===== src/common/fm_params.svh =====
// fm slot engine constants for widths, slot counts, latencies and register ranges
`ifndef FM_PARAMS_SVH
`define FM_PARAMS_SVH

`define FM_NUM_SLOTS     18          // operator slots in the bank
`define FM_NUM_CHANNELS  9           // two-operator channels
`define FM_SLOT_CYCLES   2           // clocks per slot
`define FM_OP_LATENCY    4           // issue to valid output
`define FM_MOD_DELAY     2           // router delay, latency + delay = 3 slot periods

`define FM_PHASE_WIDTH   20
`define FM_OUT_WIDTH     13

// register range bases
`define FM_REG_MULT      8'h20
`define FM_REG_TL        8'h40
`define FM_REG_FNUM_LO   8'hA0
`define FM_REG_KON_BLOCK 8'hB0
`define FM_REG_CONN      8'hC0

// entries per range, slot ranges include the hole offsets
`define FM_SLOT_SPAN     22
`define FM_CHAN_SPAN     9

`endif


===== src/common/fm_pkg.sv =====
// shared types for the fm slot engine: register writes, slot parameters and output stream
`include "fm_params.svh"

package fm_pkg;

    typedef logic [$clog2(`FM_NUM_SLOTS)-1:0] slot_num_t;

    // host register write, one cycle strobe
    typedef struct packed {
        logic       valid;
        logic [7:0] address;
        logic [7:0] data;
    } reg_wr_t;

    // per-slot operator parameters
    typedef struct packed {
        logic [3:0] mult;    // frequency multiplier
        logic [5:0] tl;      // total level, upper 3 bits give the shift
    } slot_params_t;

    // per-channel parameters
    typedef struct packed {
        logic [9:0] fnum;    // f-number
        logic [2:0] block;   // octave
        logic       kon;     // key on
        logic       cnt;     // 1 = additive, 0 = fm
    } chan_params_t;

    // tagged operator output
    typedef struct packed {
        logic                            valid;
        slot_num_t                       slot;
        logic signed [`FM_OUT_WIDTH-1:0] value;
    } op_out_t;

    typedef enum logic [1:0] {
        SEQ_IDLE,
        SEQ_ISSUE,
        SEQ_HOLD
    } seq_state_e;

    typedef enum logic {
        ROLE_MODULATOR,
        ROLE_CARRIER
    } slot_role_e;

endpackage


===== src/slot_regs/slot_reg_file.sv =====
// per-slot multiplier and total level registers with write decode and slot offset mapping
`include "fm_params.svh"

module slot_reg_file
    import fm_pkg::*;
(
    input  logic         clk,
    input  logic         rst_n,
    input  reg_wr_t      reg_wr,
    input  slot_num_t    issue_slot,
    output slot_params_t slot_params
);
    localparam int OFF_W = $clog2(`FM_SLOT_SPAN);

    logic [$bits(slot_params.mult)-1:0] mult_mem [`FM_SLOT_SPAN];
    logic [$bits(slot_params.tl)-1:0]   tl_mem   [`FM_SLOT_SPAN];

    logic             mult_hit;
    logic             tl_hit;
    logic [OFF_W-1:0] wr_off;
    logic [OFF_W-1:0] rd_off;

    always_comb begin
        mult_hit = reg_wr.valid && reg_wr.address >= `FM_REG_MULT
                   && reg_wr.address < `FM_REG_MULT + `FM_SLOT_SPAN;
        tl_hit   = reg_wr.valid && reg_wr.address >= `FM_REG_TL
                   && reg_wr.address < `FM_REG_TL + `FM_SLOT_SPAN;
        wr_off   = reg_wr.address[OFF_W-1:0];   // bases are 32-aligned
    end

    always_ff @(posedge clk or negedge rst_n) begin
        if (!rst_n) begin
            for (int i = 0; i < `FM_SLOT_SPAN; i++) begin
                mult_mem[i] <= '0;
            end
        end else if (mult_hit) begin
            mult_mem[wr_off] <= reg_wr.data[$bits(slot_params.mult)-1:0];
        end
    end

    always_ff @(posedge clk or negedge rst_n) begin
        if (!rst_n) begin
            for (int i = 0; i < `FM_SLOT_SPAN; i++) begin
                tl_mem[i] <= '0;
            end
        end else if (tl_hit) begin
            tl_mem[wr_off] <= reg_wr.data[$bits(slot_params.tl)-1:0];
        end
    end

    // slots sit in three groups of six, offsets 6-7 and 14-15 are holes
    always_comb begin
        if (issue_slot < 5'd6) begin
            rd_off = OFF_W'(issue_slot);
        end else if (issue_slot < 5'd12) begin
            rd_off = OFF_W'(issue_slot + 5'd2);
        end else begin
            rd_off = OFF_W'(issue_slot + 5'd4);
        end
    end

    always_comb begin
        slot_params.mult = mult_mem[rd_off];
        slot_params.tl   = tl_mem[rd_off];
    end

endmodule


===== src/slot_regs/channel_reg_file.sv =====
// per-channel f-number, block, key-on and connection registers with slot to channel mapping
`include "fm_params.svh"

module channel_reg_file
    import fm_pkg::*;
(
    input  logic         clk,
    input  logic         rst_n,
    input  reg_wr_t      reg_wr,
    input  slot_num_t    issue_slot,
    output chan_params_t chan_params
);
    localparam int CH_W = $clog2(`FM_NUM_CHANNELS);

    logic [7:0] fnum_lo_mem   [`FM_NUM_CHANNELS];
    logic [5:0] kon_block_mem [`FM_NUM_CHANNELS];  // {kon, block, fnum[9:8]}
    logic       cnt_mem       [`FM_NUM_CHANNELS];

    logic            lo_hit;
    logic            kb_hit;
    logic            conn_hit;
    logic [CH_W-1:0] wr_ch;
    logic [CH_W-1:0] rd_ch;
    slot_num_t       pos;
    slot_num_t       grp_base;

    always_comb begin
        lo_hit   = reg_wr.valid && reg_wr.address >= `FM_REG_FNUM_LO
                   && reg_wr.address < `FM_REG_FNUM_LO + `FM_CHAN_SPAN;
        kb_hit   = reg_wr.valid && reg_wr.address >= `FM_REG_KON_BLOCK
                   && reg_wr.address < `FM_REG_KON_BLOCK + `FM_CHAN_SPAN;
        conn_hit = reg_wr.valid && reg_wr.address >= `FM_REG_CONN
                   && reg_wr.address < `FM_REG_CONN + `FM_CHAN_SPAN;
        wr_ch    = reg_wr.address[CH_W-1:0];   // low nibble is the channel
    end

    always_ff @(posedge clk or negedge rst_n) begin
        if (!rst_n) begin
            for (int i = 0; i < `FM_NUM_CHANNELS; i++) begin
                fnum_lo_mem[i]   <= '0;
                kon_block_mem[i] <= '0;
                cnt_mem[i]       <= 1'b0;
            end
        end else begin
            if (lo_hit)
                fnum_lo_mem[wr_ch] <= reg_wr.data;
            if (kb_hit)
                kon_block_mem[wr_ch] <= reg_wr.data[5:0];
            if (conn_hit)
                cnt_mem[wr_ch] <= reg_wr.data[0];
        end
    end

    // channel = (slot mod 3) + 3 * (slot div 6)
    always_comb begin
        if (issue_slot < 5'd6) begin
            pos      = issue_slot;
            grp_base = 5'd0;
        end else if (issue_slot < 5'd12) begin
            pos      = issue_slot - 5'd6;
            grp_base = 5'd3;
        end else begin
            pos      = issue_slot - 5'd12;
            grp_base = 5'd6;
        end
        rd_ch = CH_W'((pos < 5'd3 ? pos : pos - 5'd3) + grp_base);
    end

    always_comb begin
        chan_params.fnum  = {kon_block_mem[rd_ch][1:0], fnum_lo_mem[rd_ch]};
        chan_params.block = kon_block_mem[rd_ch][4:2];
        chan_params.kon   = kon_block_mem[rd_ch][5];
        chan_params.cnt   = cnt_mem[rd_ch];
    end

endmodule


===== src/verilog/slot_sequencer.sv =====
// slot sequencer, walks the 18 operator slots two cycles each after a sample tick
`include "fm_params.svh"

module slot_sequencer
    import fm_pkg::*;
(
    input  logic      clk,
    input  logic      rst_n,
    input  logic      sample_clk_en,
    output logic      op_issue,
    output slot_num_t issue_slot
);
    seq_state_e state;
    seq_state_e state_nxt;
    slot_num_t  slot_cnt;
    logic       last_slot;

    assign last_slot = slot_cnt == slot_num_t'(`FM_NUM_SLOTS - 1);

    always_comb begin
        case (state)
            SEQ_IDLE:  state_nxt = sample_clk_en ? SEQ_ISSUE : SEQ_IDLE;
            SEQ_ISSUE: state_nxt = SEQ_HOLD;
            SEQ_HOLD:  state_nxt = last_slot ? SEQ_IDLE : SEQ_ISSUE;
            default:   state_nxt = SEQ_IDLE;
        endcase
    end

    always_ff @(posedge clk or negedge rst_n) begin
        if (!rst_n) begin
            state    <= SEQ_IDLE;
            slot_cnt <= '0;
        end else begin
            state <= state_nxt;
            if (state == SEQ_IDLE)
                slot_cnt <= '0;                  // ready for the next pass
            else if (state == SEQ_HOLD && !last_slot)
                slot_cnt <= slot_cnt + 1'b1;
        end
    end

    // ticks seen outside idle are dropped by the fsm
    assign op_issue   = state == SEQ_ISSUE;
    assign issue_slot = slot_cnt;

endmodule


===== src/verilog/fm_operator.sv =====
// four-stage fm operator with per-slot phase accumulator, modulation add and level shift
`include "fm_params.svh"

module fm_operator
    import fm_pkg::*;
(
    input  logic                            clk,
    input  logic                            rst_n,
    input  logic                            op_issue,
    input  slot_num_t                       issue_slot,
    input  slot_params_t                    slot_params,
    input  chan_params_t                    chan_params,
    input  logic signed [`FM_OUT_WIDTH-1:0] modulation,
    output op_out_t                         op_out
);
    localparam int PW = `FM_PHASE_WIDTH;
    localparam int OW = `FM_OUT_WIDTH;
    localparam int LAT = `FM_OP_LATENCY;

    logic [PW-1:0] phase_mem [`FM_NUM_SLOTS];

    logic [LAT-1:0] vld_sr;                // valid per stage with s1 at index 0
    slot_num_t      slot_sr [LAT];

    // stage 1 captured on issue
    slot_params_t        sp_s1;
    chan_params_t        cp_s1;
    logic signed [OW-1:0] mod_s1;
    // stage 2
    logic [PW-1:0]        inc_s2;
    logic [PW-1:0]        old_s2;
    logic                 kon_s2;
    logic [$bits(slot_params.tl)-1:0] tl_s2;
    logic signed [OW-1:0] mod_s2;
    // stage 3
    logic [PW-1:0]        phase_s3;
    logic                 kon_s3;
    logic [$bits(slot_params.tl)-1:0] tl_s3;
    logic signed [OW-1:0] mod_s3;
    // stage 4
    logic signed [OW-1:0] out_s4;

    logic [PW-1:0]        inc_nxt;
    logic [PW-1:0]        phase_nxt;
    logic signed [OW-1:0] sum_nxt;
    logic signed [OW-1:0] lvl_nxt;

    always_ff @(posedge clk or negedge rst_n) begin
        if (!rst_n)
            vld_sr <= '0;
        else
            vld_sr <= {vld_sr[LAT-2:0], op_issue};
    end

    always_ff @(posedge clk) begin
        slot_sr[0] <= issue_slot;
        for (int i = 1; i < LAT; i++) begin
            slot_sr[i] <= slot_sr[i-1];
        end
    end

    always_ff @(posedge clk) begin
        if (op_issue) begin
            sp_s1  <= slot_params;
            cp_s1  <= chan_params;
            mod_s1 <= modulation;
        end
    end

    // (fnum << block) * mult wraps with the phase
    assign inc_nxt   = (PW'(cp_s1.fnum) << cp_s1.block) * PW'(sp_s1.mult);
    assign phase_nxt = kon_s2 ? old_s2 + inc_s2 : '0;   // key off restarts phase
    assign sum_nxt   = $signed(phase_s3[PW-1 -: OW]) + mod_s3;
    assign lvl_nxt   = sum_nxt >>> tl_s3[5:3];           // sign kept through the shift

    always_ff @(posedge clk) begin
        inc_s2   <= inc_nxt;
        old_s2   <= phase_mem[slot_sr[0]];
        kon_s2   <= cp_s1.kon;
        tl_s2    <= sp_s1.tl;
        mod_s2   <= mod_s1;
        phase_s3 <= phase_nxt;
        kon_s3   <= kon_s2;
        tl_s3    <= tl_s2;
        mod_s3   <= mod_s2;
        out_s4   <= kon_s3 ? lvl_nxt : '0;
    end

    always_ff @(posedge clk or negedge rst_n) begin
        if (!rst_n) begin
            for (int i = 0; i < `FM_NUM_SLOTS; i++) begin
                phase_mem[i] <= '0;
            end
        end else if (vld_sr[1]) begin
            phase_mem[slot_sr[1]] <= phase_nxt;   // write back from stage 2
        end
    end

    always_comb begin
        op_out.valid = vld_sr[LAT-1];
        op_out.slot  = slot_sr[LAT-1];
        op_out.value = out_s4;
    end

endmodule


===== src/verilog/mod_router.sv =====
// modulation router, delays modulator output to its carrier's issue and flags end of pass
`include "fm_params.svh"

module mod_router
    import fm_pkg::*;
(
    input  logic                            clk,
    input  logic                            rst_n,
    input  op_out_t                         op_out,
    input  chan_params_t                    chan_params,
    input  slot_num_t                       issue_slot,
    output logic signed [`FM_OUT_WIDTH-1:0] modulation,
    output logic                            done_pulse   // one cycle after slot 17 output
);
    localparam int D = `FM_MOD_DELAY;

    logic [D-1:0]                    dly_valid;
    logic signed [`FM_OUT_WIDTH-1:0] dly_value [D];
    slot_role_e                      role;
    slot_num_t                       pos;

    always_ff @(posedge clk or negedge rst_n) begin
        if (!rst_n) begin
            dly_valid  <= '0;
            done_pulse <= 1'b0;
        end else begin
            for (int i = D - 1; i > 0; i--) begin
                dly_valid[i] <= dly_valid[i-1];
            end
            dly_valid[0] <= op_out.valid;
            done_pulse   <= op_out.valid && op_out.slot == slot_num_t'(`FM_NUM_SLOTS - 1);
        end
    end

    always_ff @(posedge clk) begin
        dly_value[0] <= op_out.value;
        for (int i = 1; i < D; i++) begin
            dly_value[i] <= dly_value[i-1];
        end
    end

    // first three slots of each group of six are modulators
    always_comb begin
        if (issue_slot < 5'd6)
            pos = issue_slot;
        else if (issue_slot < 5'd12)
            pos = issue_slot - 5'd6;
        else
            pos = issue_slot - 5'd12;
        role = pos < 5'd3 ? ROLE_MODULATOR : ROLE_CARRIER;
    end

    // delayed slot s output lands on the issue of slot s+3
    assign modulation = (role == ROLE_CARRIER && !chan_params.cnt && dly_valid[D-1])
                        ? dly_value[D-1] : '0;

endmodule


===== src/verilog/fm_slot_engine.sv =====
// fm slot engine top, register files, slot sequencer, operator and modulation router
`include "fm_params.svh"

module fm_slot_engine
    import fm_pkg::*;
(
    input  logic    clk,
    input  logic    rst_n,
    input  logic    sample_clk_en,
    input  reg_wr_t reg_wr,
    output op_out_t op_out,
    output logic    done_pulse
);
    logic                            op_issue;
    slot_num_t                       issue_slot;
    slot_params_t                    slot_params;
    chan_params_t                    chan_params;
    logic signed [`FM_OUT_WIDTH-1:0] modulation;

    slot_sequencer u_seq (
        .clk           (clk),
        .rst_n         (rst_n),
        .sample_clk_en (sample_clk_en),
        .op_issue      (op_issue),
        .issue_slot    (issue_slot)
    );

    slot_reg_file u_slot_regs (
        .clk         (clk),
        .rst_n       (rst_n),
        .reg_wr      (reg_wr),
        .issue_slot  (issue_slot),
        .slot_params (slot_params)
    );

    channel_reg_file u_chan_regs (
        .clk         (clk),
        .rst_n       (rst_n),
        .reg_wr      (reg_wr),
        .issue_slot  (issue_slot),
        .chan_params (chan_params)
    );

    fm_operator u_op (
        .clk         (clk),
        .rst_n       (rst_n),
        .op_issue    (op_issue),
        .issue_slot  (issue_slot),
        .slot_params (slot_params),
        .chan_params (chan_params),
        .modulation  (modulation),
        .op_out      (op_out)
    );

    mod_router u_router (
        .clk         (clk),
        .rst_n       (rst_n),
        .op_out      (op_out),
        .chan_params (chan_params),
        .issue_slot  (issue_slot),
        .modulation  (modulation),
        .done_pulse  (done_pulse)
    );

endmodule


===== config.mk =====
export PLATFORM = sky130hd
export DESIGN_NAME = fm_slot_engine
export DESIGN_NICKNAME = d
export VERILOG_FILES = /design/src/common/fm_pkg.sv /design/src/slot_regs/slot_reg_file.sv /design/src/slot_regs/channel_reg_file.sv /design/src/verilog/slot_sequencer.sv /design/src/verilog/fm_operator.sv /design/src/verilog/mod_router.sv /design/src/verilog/fm_slot_engine.sv
export VERILOG_INCLUDE_DIRS = /design/src /design/src/common
export SDC_FILE = /design/constraint.sdc
export NUM_CORES = 2
export LEC_CHECK = 0
export BUFFER_PORTS_ARGS = -buffer_cell sky130_fd_sc_hd__buf_2
export CAP_MARGIN = 10
export CORE_MARGIN = 8
export CORE_UTILIZATION = 45
export DETAILED_ROUTE_END_ITERATION = 16
export PLACE_DENSITY = 0.57
export SLEW_MARGIN = 15
export SYNTH_ARGS = -nofsm -noshare
export SYNTH_HDL_FRONTEND = slang
export SYNTH_SLANG_ARGS = --single-unit

===== constraint.sdc =====
create_clock -name clk -period 9.4 [get_ports clk]
set_input_delay 0.94 -clock clk [delete_from_list [all_inputs] [get_ports clk]]
set_output_delay 0.94 -clock clk [all_outputs]
set_load 0.01 [all_outputs]

Yosys cells after proc, flatten, opt, wreduce, memory -nomap -nowiden

Memories as Yosys holds them, arrays and structs flattened. A register that Yosys moved wholly into a read port is not among the register bits.
Index checks and enable logic that the tools add are counted.

Register bits: 866
Input bits: 20
Bits in writable memories: 46
Output and inout bits: 20
Logic and storage cells: 227
Memories kept: 2

Order comparisons: 22
Multiplexer cells: 50
Bitwise operators: 6
Multiply operators: 1
Eq/ne operators: 4
Shift-type cells: 2
Reduce and logical (&&, ||, !) cells: 22
$add $sub $neg: 9

Memories:

| memory             | words | width | rd ports | clocked after memory_dff | wr ports | line              | text |
|---|---|---|---|---|---|---|---|
| u_router.dly_value | 2     | 13    | 2        | 1                        | 2        | mod_router.sv:18  | `` logic signed [`FM_OUT_WIDTH-1:0] dly_value [D]; `` |
| u_op.slot_sr       | 4     | 5     | 4        | 0                        | 4        | fm_operator.sv:23 | `slot_num_t slot_sr [LAT];` |

Operator list:

| operator                                                  | number |
|---|---|
| 360-bit bitwise mux                                       | 1 |
| 132-bit bitwise mux                                       | 1 |
| 20-bit binary-select mux with 5-bit select                | 1 |
| 20-bit demux with 5-bit select                            | 1 |
| 88-bit bitwise mux                                        | 1 |
| 20-bit 2-to-1 mux                                         | 4 |
| 72-bit bitwise mux                                        | 1 |
| 54-bit bitwise mux                                        | 1 |
| 6-bit 2-to-1 mux                                          | 6 |
| 8-bit binary-select mux with 4-bit select                 | 1 |
| 8-bit demux with 4-bit select                             | 1 |
| 6-bit binary-select mux with 5-bit select                 | 1 |
| 6-bit demux with 5-bit select                             | 1 |
| 5-bit 2-to-1 mux                                          | 6 |
| 6-bit binary-select mux with 4-bit select                 | 1 |
| 6-bit demux with 4-bit select                             | 1 |
| 6-bit greater-or-equal comparator (second input constant) | 4 |
| 8-bit greater-or-equal comparator (second input constant) | 3 |
| 8-bit less-than comparator (second input constant)        | 3 |
| 8-bit 2-to-1 mux                                          | 3 |
| 5-bit inverter with 6-bit output                          | 4 |
| 20-bit adder                                              | 1 |
| 4-bit binary-select mux with 5-bit select                 | 1 |
| 4-bit demux with 5-bit select                             | 1 |
| other kinds (36)                                          | 67 |

Depth between registers and ports, before layout

Depth after elaboration: 14
Depth in mapped cells: 20
Mapped depth without buffers: 19

Modules after synthesis

A second synthesis with hierarchy kept.

Cell total of the unflattened synthesis: 3518
Area total of the unflattened synthesis: 43036.3 µm²

By module, submodules not included:

| module           | cells each | area each (µm²) | seq. area each (µm²) | instances |
|---|---|---|---|---|
| fm_operator      | 2136       | 24064.3         | 12532.0              | 1 |
| slot_reg_file    | 825        | 10911.7         | 5505.3               | 1 |
| channel_reg_file | 465        | 6844.1          | 3378.2               | 1 |
| mod_router       | 61         | 854.6           | 595.6                | 1 |
| slot_sequencer   | 31         | 361.6           | 175.2                | 1 |

Worst setup path before layout

Ideal clock, no wire load.

Kind: register to register
Start: reg u_seq.slot_cnt[1] (netlist: u_seq.issue_slot[1])
End: reg u_op.cp_s1[11] in the netlist's numbering (data pin)
Clock period less this slack: 4.400 ns
Buffers on the path: 5
Stages on the path, launching flop included: 18
Slack: 5.000 ns
Data arrival time: 4.134 ns
Setup time: 0.267 ns
Required time: 9.133 ns
Cell sequence: dfrtp_1 -> ha_1 -> nand2b_4 -> a21oi_4 -> xnor2_4 -> inv_2 -> buf_6 -> buf_4 -> buf_2 -> ha_1 -> nor2_1 -> a21oi_1 -> fa_1 -> clkbuf_1 -> clkbuf_1 -> mux4_2 -> mux2i_1 -> o21ai_0

RTL lines:

| what                     | line                 | text |
|---|---|---|
| start: declaration       | slot_sequencer.sv:15 | `slot_num_t slot_cnt;` |
| start signal: assignment | slot_sequencer.sv:38 | `slot_cnt <= slot_cnt + 1'b1;` |
| end signal: assignment   | fm_operator.sv:65    | `cp_s1 <= chan_params;` |
| end: declaration         | fm_operator.sv:27    | `chan_params_t cp_s1;` |

Worst setup path in the final report

Start: reg u_seq.slot_cnt[2] (netlist: u_seq.issue_slot[2])
End: reg u_op.mod_s1[2], read port of u_router.dly_value (data pin)

Cells in the longest elaborated chain, start to end: 14
Elaborated cells on any way between the ends: 21
Classes of those cells: add/sub (4); order compare (3); mux (9); bitwise (1); reduce/logical (4)

Ends and longest elaborated chain:

| what                                                                                                                        | line                                     | text |
|---|---|---|
| 5-bit by 4-bit subtractor with 5-bit output, or another cell as far along                                                   | channel_reg_file.sv:63, mod_router.sv:49 |  |
| 5-bit 2-to-1 mux                                                                                                            | channel_reg_file.sv:59, mod_router.sv:46 |  |
| 5-bit 2-to-1 mux                                                                                                            | channel_reg_file.sv:56, mod_router.sv:44 |  |
| 4-bit by 2-bit subtractor with 4-bit output / 5-bit by 2-bit less-than comparator with 1-bit output (equally long branches) | channel_reg_file.sv:66, mod_router.sv:50 |  |
| 4-bit 2-to-1 mux                                                                                                            | channel_reg_file.sv:66                   | `rd_ch = CH_W'((pos < 5'd3 ? pos : pos - 5'd3) + grp_base);` |
| 4-bit adder                                                                                                                 | channel_reg_file.sv:66                   |  |
| 4-bit inverter with 5-bit output (implied by the code)                                                                      | channel_reg_file.sv:73                   | `chan_params.cnt = cnt_mem[rd_ch];` |
| 1-bit binary-select mux with 4-bit select                                                                                   | channel_reg_file.sv:73                   |  |
| 1-bit 2-to-1 mux (implied by the code) (2 in series)                                                                        | channel_reg_file.sv:73                   |  |
| 1-bit zero test                                                                                                             | mod_router.sv:54                         | `assign modulation = (role == ROLE_CARRIER && !chan_params.cnt && dly_valid[D-1])` |
| 1-bit logical AND * (2 in series)                                                                                           | mod_router.sv:54                         |  |
| 1-bit zero test (no source line) *                                                                                          | -                                        |  |
| end: declaration                                                                                                            | fm_operator.sv:28                        | `logic signed [OW-1:0] mod_s1;` |

Every way passes the cells marked *; elsewhere a longest branch is shown, timed or not. The select of a mux whose other input is x is not followed.
A chain may end at the register's enable or synchronous reset.

==> run_results.csv <==
group,metric,value,unit
status,outcome,"finished, final reports clean",
die,initial_core_util,0.4525,
synthesis,netlist-cell-type-count,77,
synthesis,seq_area_frac_synth,0.5348,
layout,nFillCells,7388,
setup_path,crit_arrival,6200,ps
timing,drv_slew,0,
synthesis,synth-edff-count,34,
detailed_routing,drt_wl_total,91740,µm
layout,n_antenna_cell,0,
timing,clock_skew,16.92,ps
global_route,antenna_found_initial,0,
power_and_ir_drop,p_per_area,246.5,nW/µm²
detailed_routing,drc,0,
cts,root_buffer,"clkbuf_16",
setup_path,cp_cell_sequence,"ha_1, nand2b_4, a21oi_4, xnor2_4, inv_2, a2111oi_2, xnor2_1, ha_2, fa_1, buf_4, mux4_2, mux2i_1, nand2_1, mux2i_2, and2_1",
synthesis,synth-seq-cells,842,
die,io_pins,40,
cts,htreeDepth,3,
synthesis,synth_ff_type,"dfrtp_1",
setup_path,slowest_delay,760,ps
timing,maxSlewHeadroom,0.2417,
die,coreArea,84750,µm²
timing,final.min_clock_period,5693,ps
synthesis,netlist_area,38350,µm²
detailed_routing,viasPerCell,5.552,
setup_path,crit_path_end_kind,"register",
setup_path,cp_max_fo,39,
synthesis,yosysTopAreaCellShare,0.4320,
setup_path,critPathLaunchType,"register",
placement,portBuffers,39,
detailed_routing,detail-route-antenna-nets,0,
cts,clock_sinks,842,
placement,gp_congestion,0.8003,
placement,dp_hpwl,58500,µm
die,die_x,307.9,µm
layout,layout-area-overhead-vs-synth,11.29,%
cts,clkLatencyLatePin,640,ps
global_route,grt_pass1_wl,146800,µm
synthesis,syn_area_per_cell,12.01,µm²
die,die_h,307.9,µm
layout,regArea,20520,µm²
cts,holdBufCountCts,0,
global_route,grt_pass1_vias,25273,
timing,rsz0062_at_grt,"no",
global_route,grt_max_degree,102,
setup_path,critPathKind,"reg -> reg",
synthesis,synthCells,3194,
layout,nets,3276,
synthesis,synth_warnings,0,
synthesis,synthTopCellsByArea,"dfrtp_1 43%, mux2_2 10%, mux4_2 9.3%",
layout,fin_util,0.5036,
cts,numCtsBuffers,91,
job,cap_violations,0,
placement,place_ws,3674,ps
timing,final.setup.tns,0,ps
cts,clkTransAtPathRegs,60,ps
timing,worst_slack,3707,ps
timing,hold_viol_final,0,
global_route,grt_overflow_total,0,
detailed_routing,vias,24313,
timing,period_share,0.6057,
synthesis,synth_nets,3311,
cts,cts_tree,"built",
timing,worst_pin_slew,1115,ps
detailed_routing,drt-initial-drc-count,1733,
die,dieArea,94810,µm²
power_and_ir_drop,total_leakage_power,19.15,nW
timing,setup_viol,0,
layout,post_route_cells_drive_above_1_share,0.2368,
timing,fmax,0.1756,GHz
cts,cts_resized,0,
cts,cts_setup_buffers,0,
setup_path,required,9910,ps
synthesis,yosysTopAreaCell,"dfrtp_1",
detailed_routing,wl_per_cell,20.95,µm
min_path,worstHoldPathType,"in -> async",
synthesis,async_flop_share,0.7862,
power_and_ir_drop,vdd_drop_max,186.5,µV
global_route,grt_usage,0.1956,
die,rows,107,
detailed_routing,dr.pass1.iters,6,
setup_path,cpMaxStageDelayCell,"a2111oi_2",
layout,multi_input_area,16620,µm²
cts,cts_buffer_depth,3,
## area by class of cell
cell class,instances,area share
Sequential cell,842,0.4808
Clock buffer,140,0.06430
Multi-Input combinational cell,2029,0.3895
Inverter,112,0.009851
Timing Repair Buffer,83,0.01272
Tap cell,1144,0.03354
Clock inverter,29,0.009265
## worst paths after layout
path,startpoint,endpoint,slack [ps],cells past startpoint
max in group asynchronous,rst_n,u_op.phase_mem[107],6750,3
max,u_seq.issue_slot[2],u_op.mod_s1[2],3710,15
min,rst_n,u_op.phase_mem[305],320,1
min in group clk,u_router.dly_value[0][5],u_router.dly_value[1][5],320,0
max reg2reg,u_seq.issue_slot[2],u_op.mod_s1[2],3710,15
min reg2reg,u_router.dly_value[0][5],u_router.dly_value[1][5],320,0
## cells in the mapped netlist (7+ instances only)
cell / instances
nand3_1: 38
inv_1: 109
mux2_2: 344
nand2_1: 434
fa_1: 33
edfxtp_1: 34
and2_1: 36
nand4_1: 7
a211oi_1: 12
o21a_1: 7
a221oi_1: 7
dfxtp_1: 146
nor2_1: 106
a21o_1: 13
nand2b_1: 28
o221ai_1: 7
o22ai_1: 25
dfrtp_1: 662
a32oi_1: 7
ha_1: 64
xnor2_1: 26
a21oi_1: 52
buf_2: 20
clkbuf_1: 179
o21bai_1: 7
o21ai_1: 14
o21ai_0: 368
mux2i_1: 74
nor3_1: 24
xor2_1: 17
and3_1: 14
nor2b_1: 35
buf_1: 7
mux4_2: 158
## cell usage in the layout, fill, tap and decap left out, types with 15 or more instances in the layout
| cell type | count |
|---|---|
| edfxtp_1 | 34 |
| nand3_1 | 38 |
| nand2_1 | 434 |
| buf_2 | 38 |
| nor3_1 | 22 |
| xnor2_1 | 26 |
| xor2_1 | 15 |
| o21ai_0 | 368 |
| and2_1 | 36 |
| nor2_1 | 106 |
| clkbuf_16 | 93 |
| ha_1 | 63 |
| mux2_2 | 344 |
| nand2b_1 | 28 |
| o22ai_1 | 25 |
| fa_1 | 33 |
| inv_1 | 109 |
| dfrtp_1 | 661 |
| dfxtp_1 | 143 |
| a21oi_1 | 52 |
| clkbuf_8 | 24 |
| nor2b_1 | 34 |
| mux2i_1 | 73 |
| mux4_2 | 158 |
| buf_4 | 42 |
| clkbuf_1 | 23 |
## flip-flops by register name, summed over array words and instances (netlist names), 7 cells and up
signal                     flops
u_op.phase_mem               360
u_slot_regs.mult_mem          88
u_chan_regs.fnum_lo_mem       72
u_slot_regs.tl_mem            66
u_chan_regs.kon_block_mem     54
u_router.dly_value            26
u_op.inc_s2                   20
u_op.old_s2                   20
u_op.slot_sr                  20
u_op.cp_s1                    14
u_op.mod_s1                   13
u_op.mod_s2                   13
u_op.mod_s3                   13
u_op.out_s4                   13
u_op.phase_s3                 13
u_chan_regs.cnt_mem            9
u_op.sp_s1                     7
## worst max-delay path: cells and delay by family, from the launching register on
| kind | cells | cell delay (ps) |
|---|---|---|
| AO/OA/AOI/OAI | 2 | 970 |
| XOR/XNOR | 2 | 370 |
| adder cells (fa/ha/maj) | 3 | 1110 |
| buffers and inverters | 2 | 880 |
| flip-flops | 1 | 600 |
| multiplexers | 3 | 1180 |
| AND/OR/NAND/NOR | 3 | 400 |
## logic make-up after synthesis
group,synth area share
XOR/XNOR,0.01054
adder cells (fa/ha/maj),0.03811
multiplexers,0.2139
AO/OA/AOI/OAI,0.08412
flip-flops,0.5348
buffers and inverters,0.03286
AND/OR/NAND/NOR,0.08565
## report_power, final
part / internal, W / switching, W
Sequential: 0.00404 / 0.000289
Combinational: 0.000901 / 0.00159
Clock: 0.00223 / 0.00146
Total: 0.00718 / 0.00334
## per-layer routing
metal | routed length (µm) | GRT usage | up-vias
met4 | 2751 | 0.06560 | 0
met3 | 4011 | 0.02935 | 151
met1 | 40060 | 0.2591 | 12421
met5 | 0 | 0 | -
li1 | - | - | 11193
met2 | 44920 | 0.3295 | 548
## metrics by stage
step                      hold WS [ps]  instance area [µm²]  total power (W)  std cells
after floorplan                  309.6                38350         0.006088       3194
after global placement           312.4                39520         0.006865       4210
after detailed placement         312.1                39520         0.006934       4210
after CTS                        323.4                42660          0.01066       4379
after global routing             329.1                42670          0.01105       4379
final                            315.4                42670          0.01052       4379
Power figures use the tool's default switching activity.
